## src/hdl/load_pkg.sv

```systemverilog
// --------------------
// load unit package
// shared widths, the load operation encoding, the two views of a
// returned cache word and the cache transfer-size mapping
// --------------------

package load_pkg;

    // --------------------
    // widths
    // --------------------
    // register and data-cache word width
    localparam int unsigned XLEN = 64;
    // sv39 virtual address and the physical address behind it
    localparam int unsigned VLEN = 39;
    localparam int unsigned PLEN = 56;
    // a 4 KiB page leaves the low 12 address bits untranslated
    localparam int unsigned PAGE_OFFSET_WIDTH = 12;
    // the cache is indexed inside the page offset, so the index is ready
    // before translation and only the tag waits for the TLB
    localparam int unsigned DCACHE_INDEX_WIDTH = PAGE_OFFSET_WIDTH;
    // everything above the index is tag, 44 bits for a 56-bit physical address
    localparam int unsigned DCACHE_TAG_WIDTH = PLEN - DCACHE_INDEX_WIDTH;
    // scoreboard transaction id
    localparam int unsigned TRANS_ID_BITS = 3;
    // bytes in one data word
    localparam int unsigned NUM_BYTES = XLEN / 8;

    // --------------------
    // load operations
    // --------------------
    // integer loads of rv64, the U variants zero-extend
    typedef enum logic [3:0] {
        LD  = 4'd0,
        LW  = 4'd1,
        LWU = 4'd2,
        LH  = 4'd3,
        LHU = 4'd4,
        LB  = 4'd5,
        LBU = 4'd6
    } load_op_e;

    // the returned word is shifted as a whole, while the sign candidates
    // are the top bits of the single bytes
    typedef union packed {
        logic [XLEN-1:0]           word;
        logic [NUM_BYTES-1:0][7:0] bytes;
    } load_word_u;

    // cache size code is log2 of the access width in bytes
    function automatic logic [1:0] transfer_size_of(input load_op_e op);
        logic [1:0] size;
        unique case (op)
            LD: begin
                size = 2'd3;
            end
            LW, LWU: begin
                size = 2'd2;
            end
            LH, LHU: begin
                size = 2'd1;
            end
            default: begin
                // byte loads and any unused encoding
                size = 2'd0;
            end
        endcase
        return size;
    endfunction

endpackage

```

## src/hdl/load_ctrl_fsm.sv

```systemverilog
// --------------------
// load request control
// runs the cache request and tag handshake against the TLB and the
// store address checker, keeps the popped transaction and flags the
// response that may retire
// --------------------

`timescale 1ns/100ps

module load_ctrl_fsm import load_pkg::*; (
    input  logic                     clk_i,
    input  logic                     rst_ni,
    input  logic                     flush_i,
    // load from the issue side, held until pop_ld_o
    input  logic                     valid_i,
    input  logic [TRANS_ID_BITS-1:0] trans_id_i,
    input  logic [2:0]               offset_i,
    input  load_op_e                 op_i,
    input  logic [7:0]               be_i,
    output logic                     pop_ld_o,
    // translation and store-address check
    input  logic                     page_offset_matches_i,
    input  logic                     dtlb_hit_i,
    output logic                     translation_req_o,
    // data-cache request side
    output logic                     data_req_o,
    input  logic                     data_gnt_i,
    output logic                     tag_valid_o,
    output logic                     kill_req_o,
    output logic [7:0]               data_be_o,
    output logic [1:0]               data_size_o,
    // data-cache response side
    input  logic                     data_rvalid_i,
    output logic                     valid_o,
    output logic [TRANS_ID_BITS-1:0] trans_id_o,
    output load_op_e                 op_q_o,
    output logic [2:0]               offset_q_o
);

    enum logic [2:0] {
        IDLE,
        WAIT_GNT,
        SEND_TAG,
        WAIT_PAGE_OFFSET,
        ABORT_TRANSACTION,
        WAIT_TRANSLATION,
        WAIT_FLUSH
    } state_d, state_q;

    // transaction that is in flight towards the response
    logic [TRANS_ID_BITS-1:0] trans_id_q;
    logic [2:0]               offset_q;
    load_op_e                 op_q;

    // byte enables and size come straight from the load being issued
    assign data_be_o   = be_i;
    assign data_size_o = transfer_size_of(op_i);

    // --------------------
    // load control
    // --------------------
    always_comb begin : p_load_control
        state_d           = state_q;
        translation_req_o = 1'b0;
        data_req_o        = 1'b0;
        tag_valid_o       = 1'b0;
        kill_req_o        = 1'b0;
        pop_ld_o          = 1'b0;

        unique case (state_q)
            // SEND_TAG finishes the previous load and can start the next one
            // in the same cycle, so it shares the request path with IDLE
            IDLE, SEND_TAG: begin
                tag_valid_o = (state_q == SEND_TAG);
                state_d     = IDLE;
                if (valid_i) begin
                    // translation starts before the store check is known, which keeps
                    // the TLB path short
                    translation_req_o = 1'b1;
                    if (page_offset_matches_i) begin
                        // a pending store aliases this page offset, hold the request
                        state_d = WAIT_PAGE_OFFSET;
                    end else begin
                        data_req_o = 1'b1;
                        state_d    = WAIT_GNT;
                    end
                end
            end

            // stay off the cache until the store checker lets go
            WAIT_PAGE_OFFSET: begin
                if (!page_offset_matches_i) begin
                    state_d = WAIT_GNT;
                end
            end

            WAIT_GNT: begin
                // the request stays up until the cache grants it
                translation_req_o = 1'b1;
                data_req_o        = 1'b1;
            end

            // granted on a TLB miss, so free the cache port and let the page
            // walk fill the TLB while the miss is still being requested
            ABORT_TRANSACTION: begin
                translation_req_o = 1'b1;
                kill_req_o        = 1'b1;
                tag_valid_o       = 1'b1;
                state_d           = WAIT_TRANSLATION;
            end

            WAIT_TRANSLATION: begin
                translation_req_o = 1'b1;
                // retry the cache once the translation is there
                if (dtlb_hit_i) begin
                    state_d = WAIT_GNT;
                end
            end

            // the cache drops whatever request it still holds for us
            WAIT_FLUSH: begin
                kill_req_o  = 1'b1;
                tag_valid_o = 1'b1;
                state_d     = IDLE;
            end

            default: begin
                state_d = IDLE;
            end
        endcase

        // a granted request resolves the same way from IDLE, SEND_TAG and WAIT_GNT,
        // a hit sends the tag next cycle and a miss aborts it
        if (data_req_o && data_gnt_i) begin
            if (dtlb_hit_i) begin
                state_d  = SEND_TAG;
                pop_ld_o = 1'b1;
            end else begin
                state_d = ABORT_TRANSACTION;
            end
        end

        // a flush wins over everything and kills the outstanding tag
        if (flush_i) begin
            state_d = WAIT_FLUSH;
        end
    end

    always_ff @(posedge clk_i or negedge rst_ni) begin : p_state
        if (!rst_ni) begin
            state_q <= IDLE;
        end else begin
            state_q <= state_d;
        end
    end

    // the popped load is only needed by the response, one cycle or more later
    always_ff @(posedge clk_i) begin : p_trans
        if (pop_ld_o) begin
            trans_id_q <= trans_id_i;
            offset_q   <= offset_i;
            op_q       <= op_i;
        end
    end

    // --------------------
    // retire
    // --------------------
    // a response counts unless its tag is killed or a flush is being drained
    assign valid_o    = data_rvalid_i && !kill_req_o && (state_q != WAIT_FLUSH);
    assign trans_id_o = trans_id_q;
    assign op_q_o     = op_q;
    assign offset_q_o = offset_q;

    // the load only leaves the issue side once the cache and the TLB both agreed
    a_pop_gnt_hit : assert property (@(posedge clk_i) disable iff (!rst_ni)
        pop_ld_o |-> (data_gnt_i && dtlb_hit_i))
        else $error("load popped without grant and TLB hit");

    // a popped load is followed by a live tag unless a flush cut in
    a_pop_tag : assert property (@(posedge clk_i) disable iff (!rst_ni)
        (pop_ld_o && !flush_i) |=> (tag_valid_o && !kill_req_o))
        else $error("popped load got no valid tag cycle");

endmodule

```

## src/hdl/load_result_align.sv

```systemverilog
// --------------------
// load result aligner
// shifts the requested bytes of the cache word down and sign- or
// zero-extends them, with the sign byte picked ahead at pop
// --------------------

`timescale 1ns/100ps

module load_result_align import load_pkg::*; (
    input  logic            clk_i,
    input  logic            rst_ni,
    input  logic            pop_i,
    // load being popped this cycle
    input  load_op_e        op_d_i,
    input  logic [2:0]      offset_d_i,
    // load stored in the FSM
    input  load_op_e        op_q_i,
    input  logic [2:0]      offset_q_i,
    // cache word and its retire strobe
    input  load_word_u      rdata_i,
    input  logic            valid_i,
    output logic [XLEN-1:0] result_o
);

    logic [XLEN-1:0]      shifted_data;
    logic [NUM_BYTES-1:0] sign_bits;
    logic [2:0]           idx_d, idx_q;
    logic                 signed_d, signed_q;
    logic                 sign_bit;

    // bring the first requested byte down to bit 0
    assign shifted_data = rdata_i.word >> {offset_q_i, 3'b000};

    // every byte's msb can be the sign, depending on size and offset
    always_comb begin : p_sign_bits
        for (int i = 0; i < NUM_BYTES; i++) begin
            sign_bits[i] = rdata_i.bytes[i][7];
        end
    end

    // the top byte of the access is known at pop, so the sign select runs
    // next to the shifter instead of after it
    always_comb begin : p_sign_idx
        unique case (op_d_i)
            LW, LWU: idx_d = offset_d_i + 3'd3;
            LH, LHU: idx_d = offset_d_i + 3'd1;
            default: idx_d = offset_d_i;
        endcase
    end

    assign signed_d = op_d_i inside {LW, LH, LB};

    always_ff @(posedge clk_i or negedge rst_ni) begin : p_sign_regs
        if (!rst_ni) begin
            idx_q    <= '0;
            signed_q <= 1'b0;
        end else if (pop_i) begin
            idx_q    <= idx_d;
            signed_q <= signed_d;
        end
    end

    // zero fill for unsigned loads
    assign sign_bit = signed_q & sign_bits[idx_q];

    // --------------------
    // result mux
    // --------------------
    always_comb begin : p_result
        unique case (op_q_i)
            LW, LWU: result_o = {{(XLEN-32){sign_bit}}, shifted_data[31:0]};
            LH, LHU: result_o = {{(XLEN-16){sign_bit}}, shifted_data[15:0]};
            LB, LBU: result_o = {{(XLEN-8){sign_bit}}, shifted_data[7:0]};
            default: result_o = shifted_data;
        endcase
    end

    // the stored offset must keep a word or a half inside the cache word
    a_word_offset : assert property (@(posedge clk_i) disable iff (!rst_ni)
        (valid_i && (op_q_i inside {LW, LWU})) |-> (offset_q_i < 3'd5))
        else $error("word load retired with offset %0d", offset_q_i);

    a_half_offset : assert property (@(posedge clk_i) disable iff (!rst_ni)
        (valid_i && (op_q_i inside {LH, LHU})) |-> (offset_q_i < 3'd7))
        else $error("half load retired with offset %0d", offset_q_i);

endmodule

```

## src/hdl/load_unit.sv

```systemverilog
// --------------------
// load unit
// takes one load at a time through translation and the data cache and
// returns the aligned, extended result with its transaction id
// --------------------

`timescale 1ns/100ps

module load_unit import load_pkg::*; (
    input  logic                          clk_i,
    input  logic                          rst_ni,
    input  logic                          flush_i,
    // load input
    input  logic                          valid_i,
    input  logic [TRANS_ID_BITS-1:0]      trans_id_i,
    input  logic [VLEN-1:0]               vaddr_i,
    input  load_op_e                      op_i,
    input  logic [7:0]                    be_i,
    output logic                          pop_ld_o,
    // load result
    output logic                          valid_o,
    output logic [TRANS_ID_BITS-1:0]      trans_id_o,
    output logic [XLEN-1:0]               result_o,
    // TLB, answering in the same cycle
    output logic                          translation_req_o,
    output logic [VLEN-1:0]               vaddr_o,
    input  logic [PLEN-1:0]               paddr_i,
    input  logic                          dtlb_hit_i,
    // store address checker
    input  logic                          page_offset_matches_i,
    // data cache
    output logic                          data_req_o,
    input  logic                          data_gnt_i,
    output logic [DCACHE_INDEX_WIDTH-1:0] address_index_o,
    output logic [DCACHE_TAG_WIDTH-1:0]   address_tag_o,
    output logic                          tag_valid_o,
    output logic                          kill_req_o,
    output logic [7:0]                    data_be_o,
    output logic [1:0]                    data_size_o,
    input  logic                          data_rvalid_i,
    input  logic [XLEN-1:0]               data_rdata_i
);

    logic [2:0] ld_offset;
    load_op_e   op_q;
    logic [2:0] offset_q;
    load_word_u rdata;

    // the low 12 bits also feed the store checker through vaddr_o
    assign vaddr_o = vaddr_i;
    // byte position of the load inside the 64-bit word
    assign ld_offset = vaddr_i[2:0];
    // index goes out with the request, it needs no translation
    assign address_index_o = vaddr_i[DCACHE_INDEX_WIDTH-1:0];
    // the tag cycle follows the grant, when paddr_i still holds this load's translation
    assign address_tag_o = paddr_i[DCACHE_TAG_WIDTH+DCACHE_INDEX_WIDTH-1:DCACHE_INDEX_WIDTH];

    assign rdata.word = data_rdata_i;

    // --------------------
    // load control
    // --------------------
    load_ctrl_fsm u_ctrl (
        .clk_i                 (clk_i),
        .rst_ni                (rst_ni),
        .flush_i               (flush_i),
        .valid_i               (valid_i),
        .trans_id_i            (trans_id_i),
        .offset_i              (ld_offset),
        .op_i                  (op_i),
        .be_i                  (be_i),
        .pop_ld_o              (pop_ld_o),
        .page_offset_matches_i (page_offset_matches_i),
        .dtlb_hit_i            (dtlb_hit_i),
        .translation_req_o     (translation_req_o),
        .data_req_o            (data_req_o),
        .data_gnt_i            (data_gnt_i),
        .tag_valid_o           (tag_valid_o),
        .kill_req_o            (kill_req_o),
        .data_be_o             (data_be_o),
        .data_size_o           (data_size_o),
        .data_rvalid_i         (data_rvalid_i),
        .valid_o               (valid_o),
        .trans_id_o            (trans_id_o),
        .op_q_o                (op_q),
        .offset_q_o            (offset_q)
    );

    // --------------------
    // result alignment
    // --------------------
    load_result_align u_align (
        .clk_i      (clk_i),
        .rst_ni     (rst_ni),
        .pop_i      (pop_ld_o),
        .op_d_i     (op_i),
        .offset_d_i (ld_offset),
        .op_q_i     (op_q),
        .offset_q_i (offset_q),
        .rdata_i    (rdata),
        .valid_i    (valid_o),
        .result_o   (result_o)
    );

endmodule

```

## config.mk

```make
export PLATFORM = sky130hd
export DESIGN_NAME = load_unit
export DESIGN_NICKNAME = d
export VERILOG_FILES = /design/src/hdl/load_pkg.sv /design/src/hdl/load_ctrl_fsm.sv /design/src/hdl/load_result_align.sv /design/src/hdl/load_unit.sv
export SDC_FILE = /design/constraint.sdc
export NUM_CORES = 1
export LEC_CHECK = 0
export BUFFER_PORTS_ARGS = -buffer_cell sky130_fd_sc_hd__buf_2
export CAP_MARGIN = 20
export CORE_AREA = 4 4 139 141
export CTS_BUF_LIST = sky130_fd_sc_hd__clkbuf_16
export DETAILED_ROUTE_END_ITERATION = 10
export DIE_AREA = 0 0 143 145
export SLEW_MARGIN = 20
export SYNTH_ARGS = -nofsm -noshare
export SYNTH_HDL_FRONTEND = slang
export SYNTH_SLANG_ARGS = --single-unit
```

## constraint.sdc

```tcl
create_clock -name clk_i -period 1.8 [get_ports clk_i]
set_input_delay 0.36 -clock clk_i [delete_from_list [all_inputs] [get_ports clk_i]]
set_output_delay 0.36 -clock clk_i [all_outputs]
set_load 0.02 [all_outputs]
```

* Word level (Yosys, flattened, before mapping)
Index checks and enable logic that the tools add are counted.
Word-level totals: register bits 17, bits of input ports 182, output and inout bits 178, logic and storage cells 70
Cells by class: add/subtract/negate cells 2, magnitude comparators 1, equality and inequality tests 21, shift-type cells 1, multiplexer cells 22, bitwise operators 1, reductions and logical operators 16
Operator list (count):
- case mux 64 bit (3 select lines) | 1
- right shift 64 x 6 -> 64 bit | 1
- equality test 4 x 3 -> 1 bit (second input constant) | 5
- two-way mux 3 bit | 6
- equality test 4 x 2 -> 1 bit (second input constant) | 4
- case mux 3 bit (5 select lines) | 1
- OR reduction 2 bit | 7
- equality test 3 bit (second input constant) | 3
- equality test 4 x 1 -> 1 bit (second input constant) | 2
- inequality test 4 x 3 -> 1 bit (second input constant) | 2
- two-way mux 1 bit | 7
- equality test 3 x 2 -> 1 bit (second input constant) | 2
- case mux 1 bit (2 select lines) | 3
- case mux 2 bit (3 select lines) | 1
- case mux 3 bit (2 select lines) | 1
- logical NOT 4 bit | 1
- less-than comparator 3 x 4 -> 1 bit (second input constant) | 1
- adder 3 x 1 -> 3 bit (second input constant) | 1
- adder 3 x 2 -> 3 bit (second input constant) | 1
- binary-select mux 1 bit (select 3 bit) | 1
- equality test 3 x 1 -> 1 bit (second input constant) | 1
- logical AND 1 bit | 3
- logical NOT 3 bit | 1
- inequality test 3 x 2 -> 1 bit (second input constant) | 1
- other kinds (7) | 7

* Longest topological paths before layout
Gate-level depths: netlist of run 1.
word-level depth 6, gate-level depth with buffers 7

* Modules after synthesis
Synthesis of run 1 repeated with hierarchy kept, for this count alone.
Unflattened totals: cells, all modules 462, area, all modules 3602.2 um^2
By module, submodules not included:
- load_result_align | instances 1, cells each 317, area each 2262.2 um^2, seq. area each 100.1 um^2
- load_unit | instances 1, cells each 95, area each 713.2 um^2, seq. area each 0.0 um^2
- load_ctrl_fsm | instances 1, cells each 50, area each 626.9 um^2, seq. area each 375.4 um^2

* Worst setup path after synthesis of run 1
OpenSTA, ideal clock, no wires.
kind reg2out, start reg u_ctrl.op_q[0], in the netlist u_ctrl.op_q_o[0], end out result_o[48], arrival 1.733 ns, required time 1.440 ns, setup slack -0.293 ns, cell stages (with the launch flop) 6, path buffers 1, cells stage by stage edfxtp_1 > nor3_1 > o31ai_2 > or2_0 > clkbuf_1 > o21ai_0
On the way: longest elaborated chain between the ends 3
RTL lines:
- start, declared | line load_ctrl_fsm.sv:53 | load_op_e op_q;
- start signal, assigned | line load_ctrl_fsm.sv:162 | op_q <= op_i;
- equality test 4 x 3 -> 1 bit (tied with other cells) | line load_result_align.sv:70 | unique case (op_q_i)
- OR reduction 2 bit | line load_result_align.sv:70
- case mux 64 bit (3 select lines) * | line load_result_align.sv:70
- end, declared | line load_unit.sv:23 | output logic [XLEN-1:0] result_o,
Mark *: on every way between the ends. The rest lies on a longest branch, timed or not.

* Final worst setup path of run 1
start reg u_align.idx_q[0], end out result_o[32]
On the way: longest elaborated chain between the ends 4
RTL lines:
- start, declared | line load_result_align.sv:27 | logic [2:0] idx_d, idx_q;
- start signal, assigned | line load_result_align.sv:58 | idx_q <= idx_d;
- binary-select mux 1 bit (select 3 bit) | line load_result_align.sv:64 | assign sign_bit = signed_q & sign_bits[idx_q];
- two-way mux 1 bit (not written as such) | line load_result_align.sv:64
- AND 1 bit | line load_result_align.sv:64
- case mux 64 bit (3 select lines) | line load_result_align.sv:70
No other way between the ends. The select of a mux whose other input is x is not followed.

==> results.txt, run 1 <==
die width - 143 um
Slowest-stage cell, CP - mux4_2
Int Pwr - 1.68 mW
TritonCTS Sinks - 17
period utilization - 1.27
Metal-1 WL - 6.32 mm
Non-Filler Instances - 866
CP bufs+invs - 3
vias in the first global route - 4225
top achievable clock speed - 436 MHz
Post-synth EDFFs - 10
P per Cell Area - 477 nW/um^2
Tmin final - 2290 ps
Worst Setup Start Kind - flip-flop
clock-pin slew on the worst setup and hold paths - 50 ps
Synth Flop Type - edfxtp_1
Clock Path Buffers - 2
filler instances - 1861
CTS tree - built
largest net degree at the start of global routing - 27
Psw - 1.15 mW
area leader, netlist - buf_4
FFs w/ async S/R, synth - 0.412
Crit Path Max Fanout - 7
num ports - 360
CP dominant cell by count - buf_6
layout cells sized above 1 - 0.615
number of buffers added on ports - 162
RSZ-0062 raised after global routing - yes
met3 wire length - 1.52 mm
Synth Cell Area - 3760 um^2
Root Driver - clkbuf_16
Clock power frac - 0.153
antenna viol nets, final - 0
critical path's top delay family - multiplexers
initial antenna violation count - 1
Final HPWL DP - 12.7 mm
max-slew violations - 0
CTS buffer count - 3
Peak VDD IR - 0.000487 V
Critical Path Max Stage Delay - 510 ps
met2 wire len - 8.16 mm
Clock Latency Late Sink - 240 ps
synth top area cells - buf_4, mux2i_1, o21ai_0
Critical Path End Type - output pin
core area - 18000 um^2
Netlist cell types - 51
critical path arrival - 1930 ps
Worst Path Class, Setup - reg2out
dpl cells - 838
Die Y - 145 um
Nets - 820
register bit count reported by yosys - 17
WL/cell - 19.3 um
combinational share of power - 0.671
Leakage - 2.72 nW
first-pass GRT wire length - 23.8 mm
GRT Total Usage - 0.144
FP Rows - 49
Worst Hold Class - in2reg
crit path cell chain - mux4_2 -> nand2b_4 -> nand4_1 -> buf_6 -> clkbuf_16 -> o21ai_2 -> buf_6
hold slack - 293 ps
DRT Wirelength - 16.7 mm
register area share after synthesis - 0.127
gp weighted congestion - 0.942
Synth top area share - 0.210
uppermost routed layer - met4
Yosys warning count - 0
Worst Skew - 3.10 ps
final worst-path setup slack - -492 ps
area delta synth->final - 58.0%
final-report setup violation count - 65
Detailed Routing Iterations Pass 1 - 4
Commonest cells post-synth - buf_4, o21ai_0, nand2_1, mux2i_1, a21oi_1
1st-iter DRT viols - 149
Sw Ratio - 0.406
cell with the most instances after synthesis - buf_4
H-tree Lvls - 1
Post-Synthesis Mean Instance Area - 7.45 um^2
final hold vios - 0
max cap viols - 0
Sequential Power Share - 0.176
DRC - 0
Vias - 4261
grt ovf - 0
violated checks - setup timing
vias per inst - 4.92
Req. time, crit path - 1440 ps
Worst-Margin Slew - 419 ps
Die ar. - 20700 um^2
status - complete, but fails checks
relative slew slack - 0.713
Initial Util - 0.209
Mapped Nets - 687
Synth Instances - 504
-- per-stage QoR --
stage                     TNS (ps)  power (mW)   util  area (um^2)  setup WS (ps)
after detailed placement    -16180        1.96  0.265         4750           -334
final                       -26560        2.83  0.330         5930           -492
after global routing        -31540        3.00  0.330         5930           -561
after CTS                   -27250        2.55  0.299         5370           -507
after floorplan              -3730        1.67      -         3940           -114
after global placement      -15370        1.95  0.265         4750           -317
-- final timing paths --
check,slack [ps],endpoint,from,cells past startpoint
max in group asynchronous,1160,u_align.signed_q,rst_ni,2
min in group asynchronous,480,u_ctrl.state_q[0],rst_ni,2
hold reg to reg,530,u_align.signed_q,u_align.signed_q,2
setup reg to reg,110,u_ctrl.offset_q_o[1],u_ctrl.state_q[0],5
hold / removal,290,u_ctrl.trans_id_o[0],trans_id_i[0],1
setup / recovery,-490,result_o[32],u_align.idx_q[0],7
-- flip-flops by register name, indices dropped and copies added (netlist names) --
name / cells
u_ctrl.trans_id_o: 3
u_align.signed_q: 1
u_align.idx_q: 3
u_ctrl.offset_q_o: 3
u_ctrl.op_q_o: 4
u_ctrl.state_q: 3
-- kinds of logic (layout without fill, tap and decap cells) --
logic type | count (synthesis) | count (layout) | share of synthesized area
flops | 17 | 17 | 0.127
compound gates | 145 | 145 | 0.228
xor+xnor | 3 | 3 | 0.00700
simple gates | 109 | 109 | 0.140
other cells | 0 | 1 | 0
buf+inv | 150 | 282 | 0.265
fa+ha+maj | 1 | 1 | 0.00533
mux | 79 | 79 | 0.228
-- power groups by stage --
stage	sequential, mW	combinational [mW]	clock [mW]
after floorplan	0.505	1.17	0
after global placement	0.501	1.45	0
after detailed placement	0.503	1.46	0
after CTS	0.496	1.61	0.445
after global routing	0.506	2.02	0.473
final	0.498	1.90	0.433
-- cell usage in the layout (no fill, tap or decap), types with 5 or more instances in the layout --
cell type	count
nand2_1	48
o211ai_1	8
buf_2	103
clkbuf_16	6
o21ai_1	20
buf_6	62
a21oi_2	5
o22ai_1	11
mux2i_2	8
buf_12	9
buf_8	5
nand2_2	5
o21ai_2	33
nand2_4	5
buf_4	82
nor2_1	14
a21oi_1	21
a211oi_2	6
edfxtp_1	10
inv_1	10
o21ai_4	8
mux2i_1	40
mux2i_4	5
o21ai_0	7
dfrtp_1	7
mux2_2	16
-- metal layers --
layer | global-route usage | vias to the layer above
met4 | 0.0627 | 0
met1 | 0.168 | 2006
met2 | 0.249 | 215
met5 | 0 | -
met3 | 0.0355 | 52
li1 | - | 1988
-- layout make-up --
type | instances | area [um^2] | area share
multi-input combinational | 337 | 2820 | 0.475
timing repair buffer | 267 | 2220 | 0.375
sequential | 17 | 475 | 0.0801
tap | 229 | 287 | 0.0483
clock buffer | 3 | 75.1 | 0.0127
inverter | 11 | 45.0 | 0.00759
clock inverter | 1 | 5.00 | 0.000843
antenna | 1 | 2.50 | 0.000422
-- timing repair --
action,in CTS,in global routing
buffers inserted,14,4
gates resized for setup,112,123
cloned,3,4
pin swaps,16,25
hold endpoints to repair,7,0
hold buffers,1,0
endpoints found under the setup margin,65,72
Power figures use the tool's default switching activity.
==> run 2: changes to the inputs <==
ABC_AREA = 1   (was default)
==> run 2 against run 1 <==
Critical path depth up 2; the run still ends with setup timing left; final area down 3.5%; sequential share of layout area up 0.31 points; wire length up 5.5%; register-to-register slack better by 130 ps; synthesized cell count up 44%; synthesized area up 7.0%; utilization down 1.2 points; count of clock-buffer cells in the layout unchanged; cell count up 20%; die area unchanged.
==> results.txt, run 2 <==
status - complete, but fails checks
violated checks - setup timing
max-slew violations - 0
largest family of logic cells by synthesized area - simple AND/OR/NAND/NOR gates
Synth Area in Simple Gates - 0.468
Clock Path Buffers - 2
Root Driver - clkbuf_16
WL/cell - 16.9 um
synth top area cells - nand2_1, buf_4, nand3_1
P per Cell Area - 455 nW/um^2
Final Power - 2.60 mW
filler instances - 1983
Synth top area share - 0.294
max reg flops - 4
RSZ-0062 raised after global routing - yes
Worst Skew - 4.41 ps
Non-Filler Instances - 1041
final worst-path setup slack - -321 ps
relative slew slack - 0.793
largest net degree at the start of global routing - 34
grt ovf - 0
storage element area - 477 um^2
vias per inst - 4.74
HP Start - trans_id_i[2]
setup TNS - -16080 ps
Worst-Margin Slew - 307 ps
num ports - 360
final-report setup violation count - 64
H-tree Lvls - 1
Peak VDD IR - 0.000535 V
TritonCTS Sinks - 17
CP bufs+invs - 5
1st-iter DRT viols - 343
met2 wire len - 8.78 mm
Nets - 995
final core occ - 0.319
vias in the first global route - 4733
cell with the most instances after synthesis - nand2_1
met3 wire length - 1.76 mm
area leader, netlist - nand2_1
Detailed Routing Iterations Pass 1 - 6
most frequent cells in the layout - nand2_1, buf_2, nand3_1
Synth Cell Area - 4020 um^2
die width - 143 um
Synth Area in Adders - 0.00498
Leakage - 3.12 nW
Worst Path Class, Setup - reg2out
Yosys warning count - 0
Sequential Power Share - 0.213
Psw - 1.17 mW
clock-pin slew on the worst setup and hold paths - 50 ps
Worst Hold Class - in2reg
CTS buffer count - 3
layout cells sized above 1 - 0.420
uppermost routed layer - met5
Die ar. - 20700 um^2
post-synthesis compound-gate area fraction - 0.109
Worst Hold Depth - 1
Final HPWL DP - 13.1 mm
FFs w/ async S/R, synth - 0.412
Vias - 4932
Crit Path Max Fanout - 8
Int Pwr - 1.44 mW
Post-synth EDFFs - 10
DRT Wirelength - 17.6 mm
CP dominant cell by count - buf_8
critical path arrival - 1760 ps
Slowest-stage cell, CP - edfxtp_1
register bit count reported by yosys - 17
FP Rows - 49
Post-Synthesis Mean Instance Area - 5.53 um^2
RR Startpoint - u_ctrl.state_q[0]
Req. time, crit path - 1440 ps
Clock Latency Late Sink - 250 ps
Placed Area - 4600 um^2
final hold vios - 0
Tmin final - 2120 ps
core area - 18000 um^2
area occupied by multi-input gates - 2760 um^2
GRT Total Usage - 0.153
DRC - 0
Critical Path Max Stage Delay - 390 ps
number of buffers added on ports - 162
commonest non-fill, non-tap cell in the layout - nand2_1
initial antenna violation count - 2
gp weighted congestion - 0.906
top achievable clock speed - 472 MHz
register area share after synthesis - 0.118
Initial Util - 0.224
mux contribution to synthesized area - 0
period utilization - 1.18
dpl cells - 1022
Netlist cell types - 34
Synth Instances - 727
post-route cell area - 5730 um^2
Critical Path End Type - output pin
Sw Ratio - 0.449
area delta synth->final - 42.5%
Metal-1 WL - 6.53 mm
max cap viols - 0
Clock power frac - 0.170
first-pass GRT wire length - 25.3 mm
stages on the worst setup path - 9
Worst Setup Start Kind - flip-flop
reg2reg path depth - 8
antenna viol nets, final - 0
crit path cell chain - buf_8 -> buf_12 -> buf_16 -> buf_8 -> nor2_1 -> o21ai_1 -> o211ai_1 -> nand2_1 -> buf_6
Die Y - 145 um
CTS tree - built
Commonest cells post-synth - nand2_1, buf_4, nand3_1, o21ai_0, inv_1
Mapped Nets - 910
crit path launch - u_ctrl.offset_q_o[0]
Synth Flop Type - edfxtp_1
critical path's top delay family - buffers and inverters
combinational share of power - 0.618
XOR/XNOR Fraction of Synth Area - 0.00436
run 2: changes by cell type after synthesis, moves of 7 or more:
cell      before  now
nand2_1       58  315
nand3_1        1   71
mux2i_1       53    0
inv_1         11   40
mux2_2        20    0
o21ai_0       67   47
a21oi_1       25    6
nor2_1        16   33
o22ai_1       13    0
o211ai_1       8   19
a211oi_1       8    0
a22oi_1        7    0
run 2: worst paths after layout:
| path | to | slack (ps) |
|---|---|---|
| setup / recovery | result_o[3] | -320 |
| max in group asynchronous | u_align.idx_q[0] | 1160 |
| min in group asynchronous | u_ctrl.state_q[0] | 470 |
| hold / removal | u_ctrl.trans_id_o[2] | 290 |
| setup reg to reg | u_align.signed_q | 240 |
| hold reg to reg | u_align.idx_q[1] | 650 |
run 2: power by group through the flow:
stage | Clock [mW] | Combinational, mW | Sequential [mW]
4_1_cts | 0.455 | 1.48 | 0.545
3_3_place_gp | 0 | 1.28 | 0.541
6_report | 0.442 | 1.61 | 0.554
2_1_floorplan | 0 | 1.12 | 0.528
5_1_grt | 0.472 | 1.74 | 0.563
3_5_place_dp | 0 | 1.28 | 0.544
run 2: cell families (layout without fill, tap and decap cells):
family | count (synthesis) | in the layout
XOR/XNOR | 2 | 2
buffers and inverters | 187 | 271
AO/OA/AOI/OAI | 75 | 75
AND/OR/NAND/NOR | 445 | 445
other | 0 | 1
adder cells (fa/ha/maj) | 1 | 1
flip-flops | 17 | 17
run 2: layout make-up:
| class | instances | share of cell area |
|---|---|---|
| antenna | 1 | 0.000437 |
| clock buffer | 3 | 0.0131 |
| sequential | 17 | 0.0832 |
| tap | 229 | 0.0500 |
| inverter | 43 | 0.0302 |
| multi-input combinational | 523 | 0.482 |
| clock inverter | 1 | 0.00109 |
| timing repair buffer | 224 | 0.340 |
run 2: metal layers:
layer  vias to the layer above  track usage
li1                       2397            -
met1                      2189        0.172
met2                       290        0.279
met3                        52       0.0382
met4                         4       0.0447
met5                         -            0
run 2: through the flow:
| step | hold slack, ps | worst slack, ps |
|---|---|---|
| finish | 289 | -321 |
| global placement | 200 | -145 |
| detailed placement | 201 | -149 |
| global route | 284 | -423 |
| CTS | 284 | -333 |
| floorplan | 64.4 | 137 |
run 2: timing repair:
action | 4_1_cts | 5_1_grt
buffers inserted | 3 | 2
resized for setup | 138 | 126
cloned | 5 | 4
hold buffers | 1 | 0
endpoints found under the setup margin | 65 | 66
hold endpoints to repair | 7 | 0
pin swaps | 19 | 53
==> run 3: changes to the inputs <==
SKIP_LAST_GASP = 1   (was default)
==> run 3 against run 2 <==
Non-clock buffer count up 3; critical path depth decreased by 1; largest cell class unchanged; the flow still finishes with violations (setup timing); final area rose by 2.3%; setup slack got worse by 35 ps; sequential power hardly changed; hold slack barely moved; global-route usage fell by 0.095 points; clock power hardly changed; power grew 1.5%; critical endpoint is now result_o[54].
==> results.txt, run 3 (synthesized netlist as in run 2, its figures left out) <==
R2R Setup Slk - 230 ps
Post-Place Setup Slack - -149 ps
Worst Skew - 4.43 ps
Worst Path Class, Setup - reg2out
DRT Wirelength - 18.1 mm
Leakage - 3.20 nW
HP Start - trans_id_i[2]
FP Rows - 49
Final Power - 2.64 mW
Worst-Margin Slew - 336 ps
critical path arrival - 1800 ps
antenna viol nets, final - 0
die width - 143 um
Die Y - 145 um
DRC - 0
most frequent cells in the layout - nand2_1, buf_2, nand3_1
filler instances - 1980
area delta synth->final - 45.8%
final worst-path setup slack - -356 ps
top achievable clock speed - 464 MHz
Critical Path End Type - output pin
core area - 18000 um^2
first-pass GRT wire length - 25.1 mm
number of buffers added on ports - 162
Clock Path Buffers - 2
final-report setup violation count - 64
Most Used Layer, Global Route - met2
Int Pwr - 1.45 mW
WHS Endpoint - u_ctrl.trans_id_o[2]
met1 usage - 0.171
combinational share of power - 0.623
clock-pin slew on the worst setup and hold paths - 50 ps
vias per inst - 4.78
Worst Hold Class - in2reg
WL/cell - 17.3 um
R2R Path End - u_align.signed_q
CTS tree - built
gp weighted congestion - 0.906
Tmin final - 2160 ps
Req. time, crit path - 1440 ps
RR Startpoint - u_ctrl.state_q[0]
vias in the first global route - 4675
Initial Util - 0.224
violated checks - setup timing
max cap viols - 0
Crit Path Max Fanout - 9
H-tree Lvls - 1
Die ar. - 20700 um^2
status - complete, but fails checks
TritonCTS Sinks - 17
hold slack - 289 ps
Clock Latency Late Sink - 250 ps
grt ovf - 0
Psw - 1.19 mW
met2 global-route usage - 0.278
Worst Hold Depth - 1
Detailed Routing Iterations Pass 1 - 5
Worst Setup Start Kind - flip-flop
relative slew slack - 0.776
num ports - 360
Sw Ratio - 0.450
Sequential Power Share - 0.210
largest net degree at the start of global routing - 34
max-slew violations - 0
P per Cell Area - 451 nW/um^2
1st-iter DRT viols - 337
GRT Total Usage - 0.152
Peak VDD IR - 0.000553 V
M3 GR Usage - 0.0388
Vias - 4998
Nets - 998
CTS buffer count - 3
initial antenna violation count - 2
period utilization - 1.20
layout cells sized above 1 - 0.440
Clock power frac - 0.167
Root Driver - clkbuf_16
max reg flops - 4
RSZ-0062 raised after global routing - yes
Final HPWL DP - 13.1 mm
final hold vios - 0
reg2reg path depth - 8
commonest non-fill, non-tap cell in the layout - nand2_1
## run 3: final cells by class
class / instances / area, um^2 / share of cell area
diodes: 3 / 7.51 / 0.00128
clock inverters: 1 / 6.26 / 0.00107
clock buffers: 3 / 75.1 / 0.0128
repair buffers: 227 / 1990 / 0.339
inverters: 43 / 178 / 0.0303
well taps: 229 / 287 / 0.0489
multi-input cells: 523 / 2840 / 0.485
flip-flops and latches: 17 / 477 / 0.0813
## run 3: timing repair
| item | in CTS | in global routing |
|---|---|---|
| setup endpoints to repair | 65 | 66 |
| hold buffers | 1 | 0 |
| gates resized for setup | 82 | 198 |
| pin swaps | 17 | 65 |
| setup buffers | 3 | 3 |
| endpoints found under the hold margin | 7 | 0 |
| cloned | 5 | 7 |
## run 3: metal layers
metal	part of all wire	routed length, um	vias up
li1	-	-	2408
met1	0.36	6590	2251
met2	0.50	9100	279
met3	0.10	1880	56
met4	0.028	503	4
met5	0.0012	21	-
## run 3: power by group through the flow
stage / clock network, mW / logic (mW) / registers [mW]
floorplan: 0 / 1.12 / 0.528
global route: 0.472 / 1.78 / 0.564
global placement: 0 / 1.28 / 0.541
detailed placement: 0 / 1.28 / 0.544
CTS: 0.455 / 1.43 / 0.545
finish: 0.442 / 1.65 / 0.554
## run 3: worst max-delay path: stages, from the launching register on
cell	delay, ps
edfxtp_1	390
or2_1	270
nand3_2	90
nand2_4	100
nor2_8	170
buf_12	160
nand2_1	60
nand2_1	120
buf_2	190
## run 3: through the flow
step,instance area [um^2],std cells,util,setup TNS [ps]
after floorplan,4020,727,-,0
after global placement,4600,1022,0.256,-3160
after detailed placement,4600,1022,0.256,-3270
after CTS,5080,1035,0.283,-18250
after global routing,5850,1043,0.326,-22840
final,5860,1046,0.326,-17180
## run 3: worst max path at each step
stage	from	cells after the start	slack, ps	endpoint
floorplan	u_ctrl.offset_q_o[0]	6	140	result_o[26]
global placement	u_ctrl.offset_q_o[0]	7	-140	result_o[2]
global route	u_ctrl.op_q_o[2]	9	-420	result_o[54]
detailed placement	u_ctrl.offset_q_o[0]	7	-150	result_o[34]
finish	u_ctrl.op_q_o[0]	8	-360	result_o[54]
CTS	u_ctrl.offset_q_o[0]	10	-350	result_o[24]
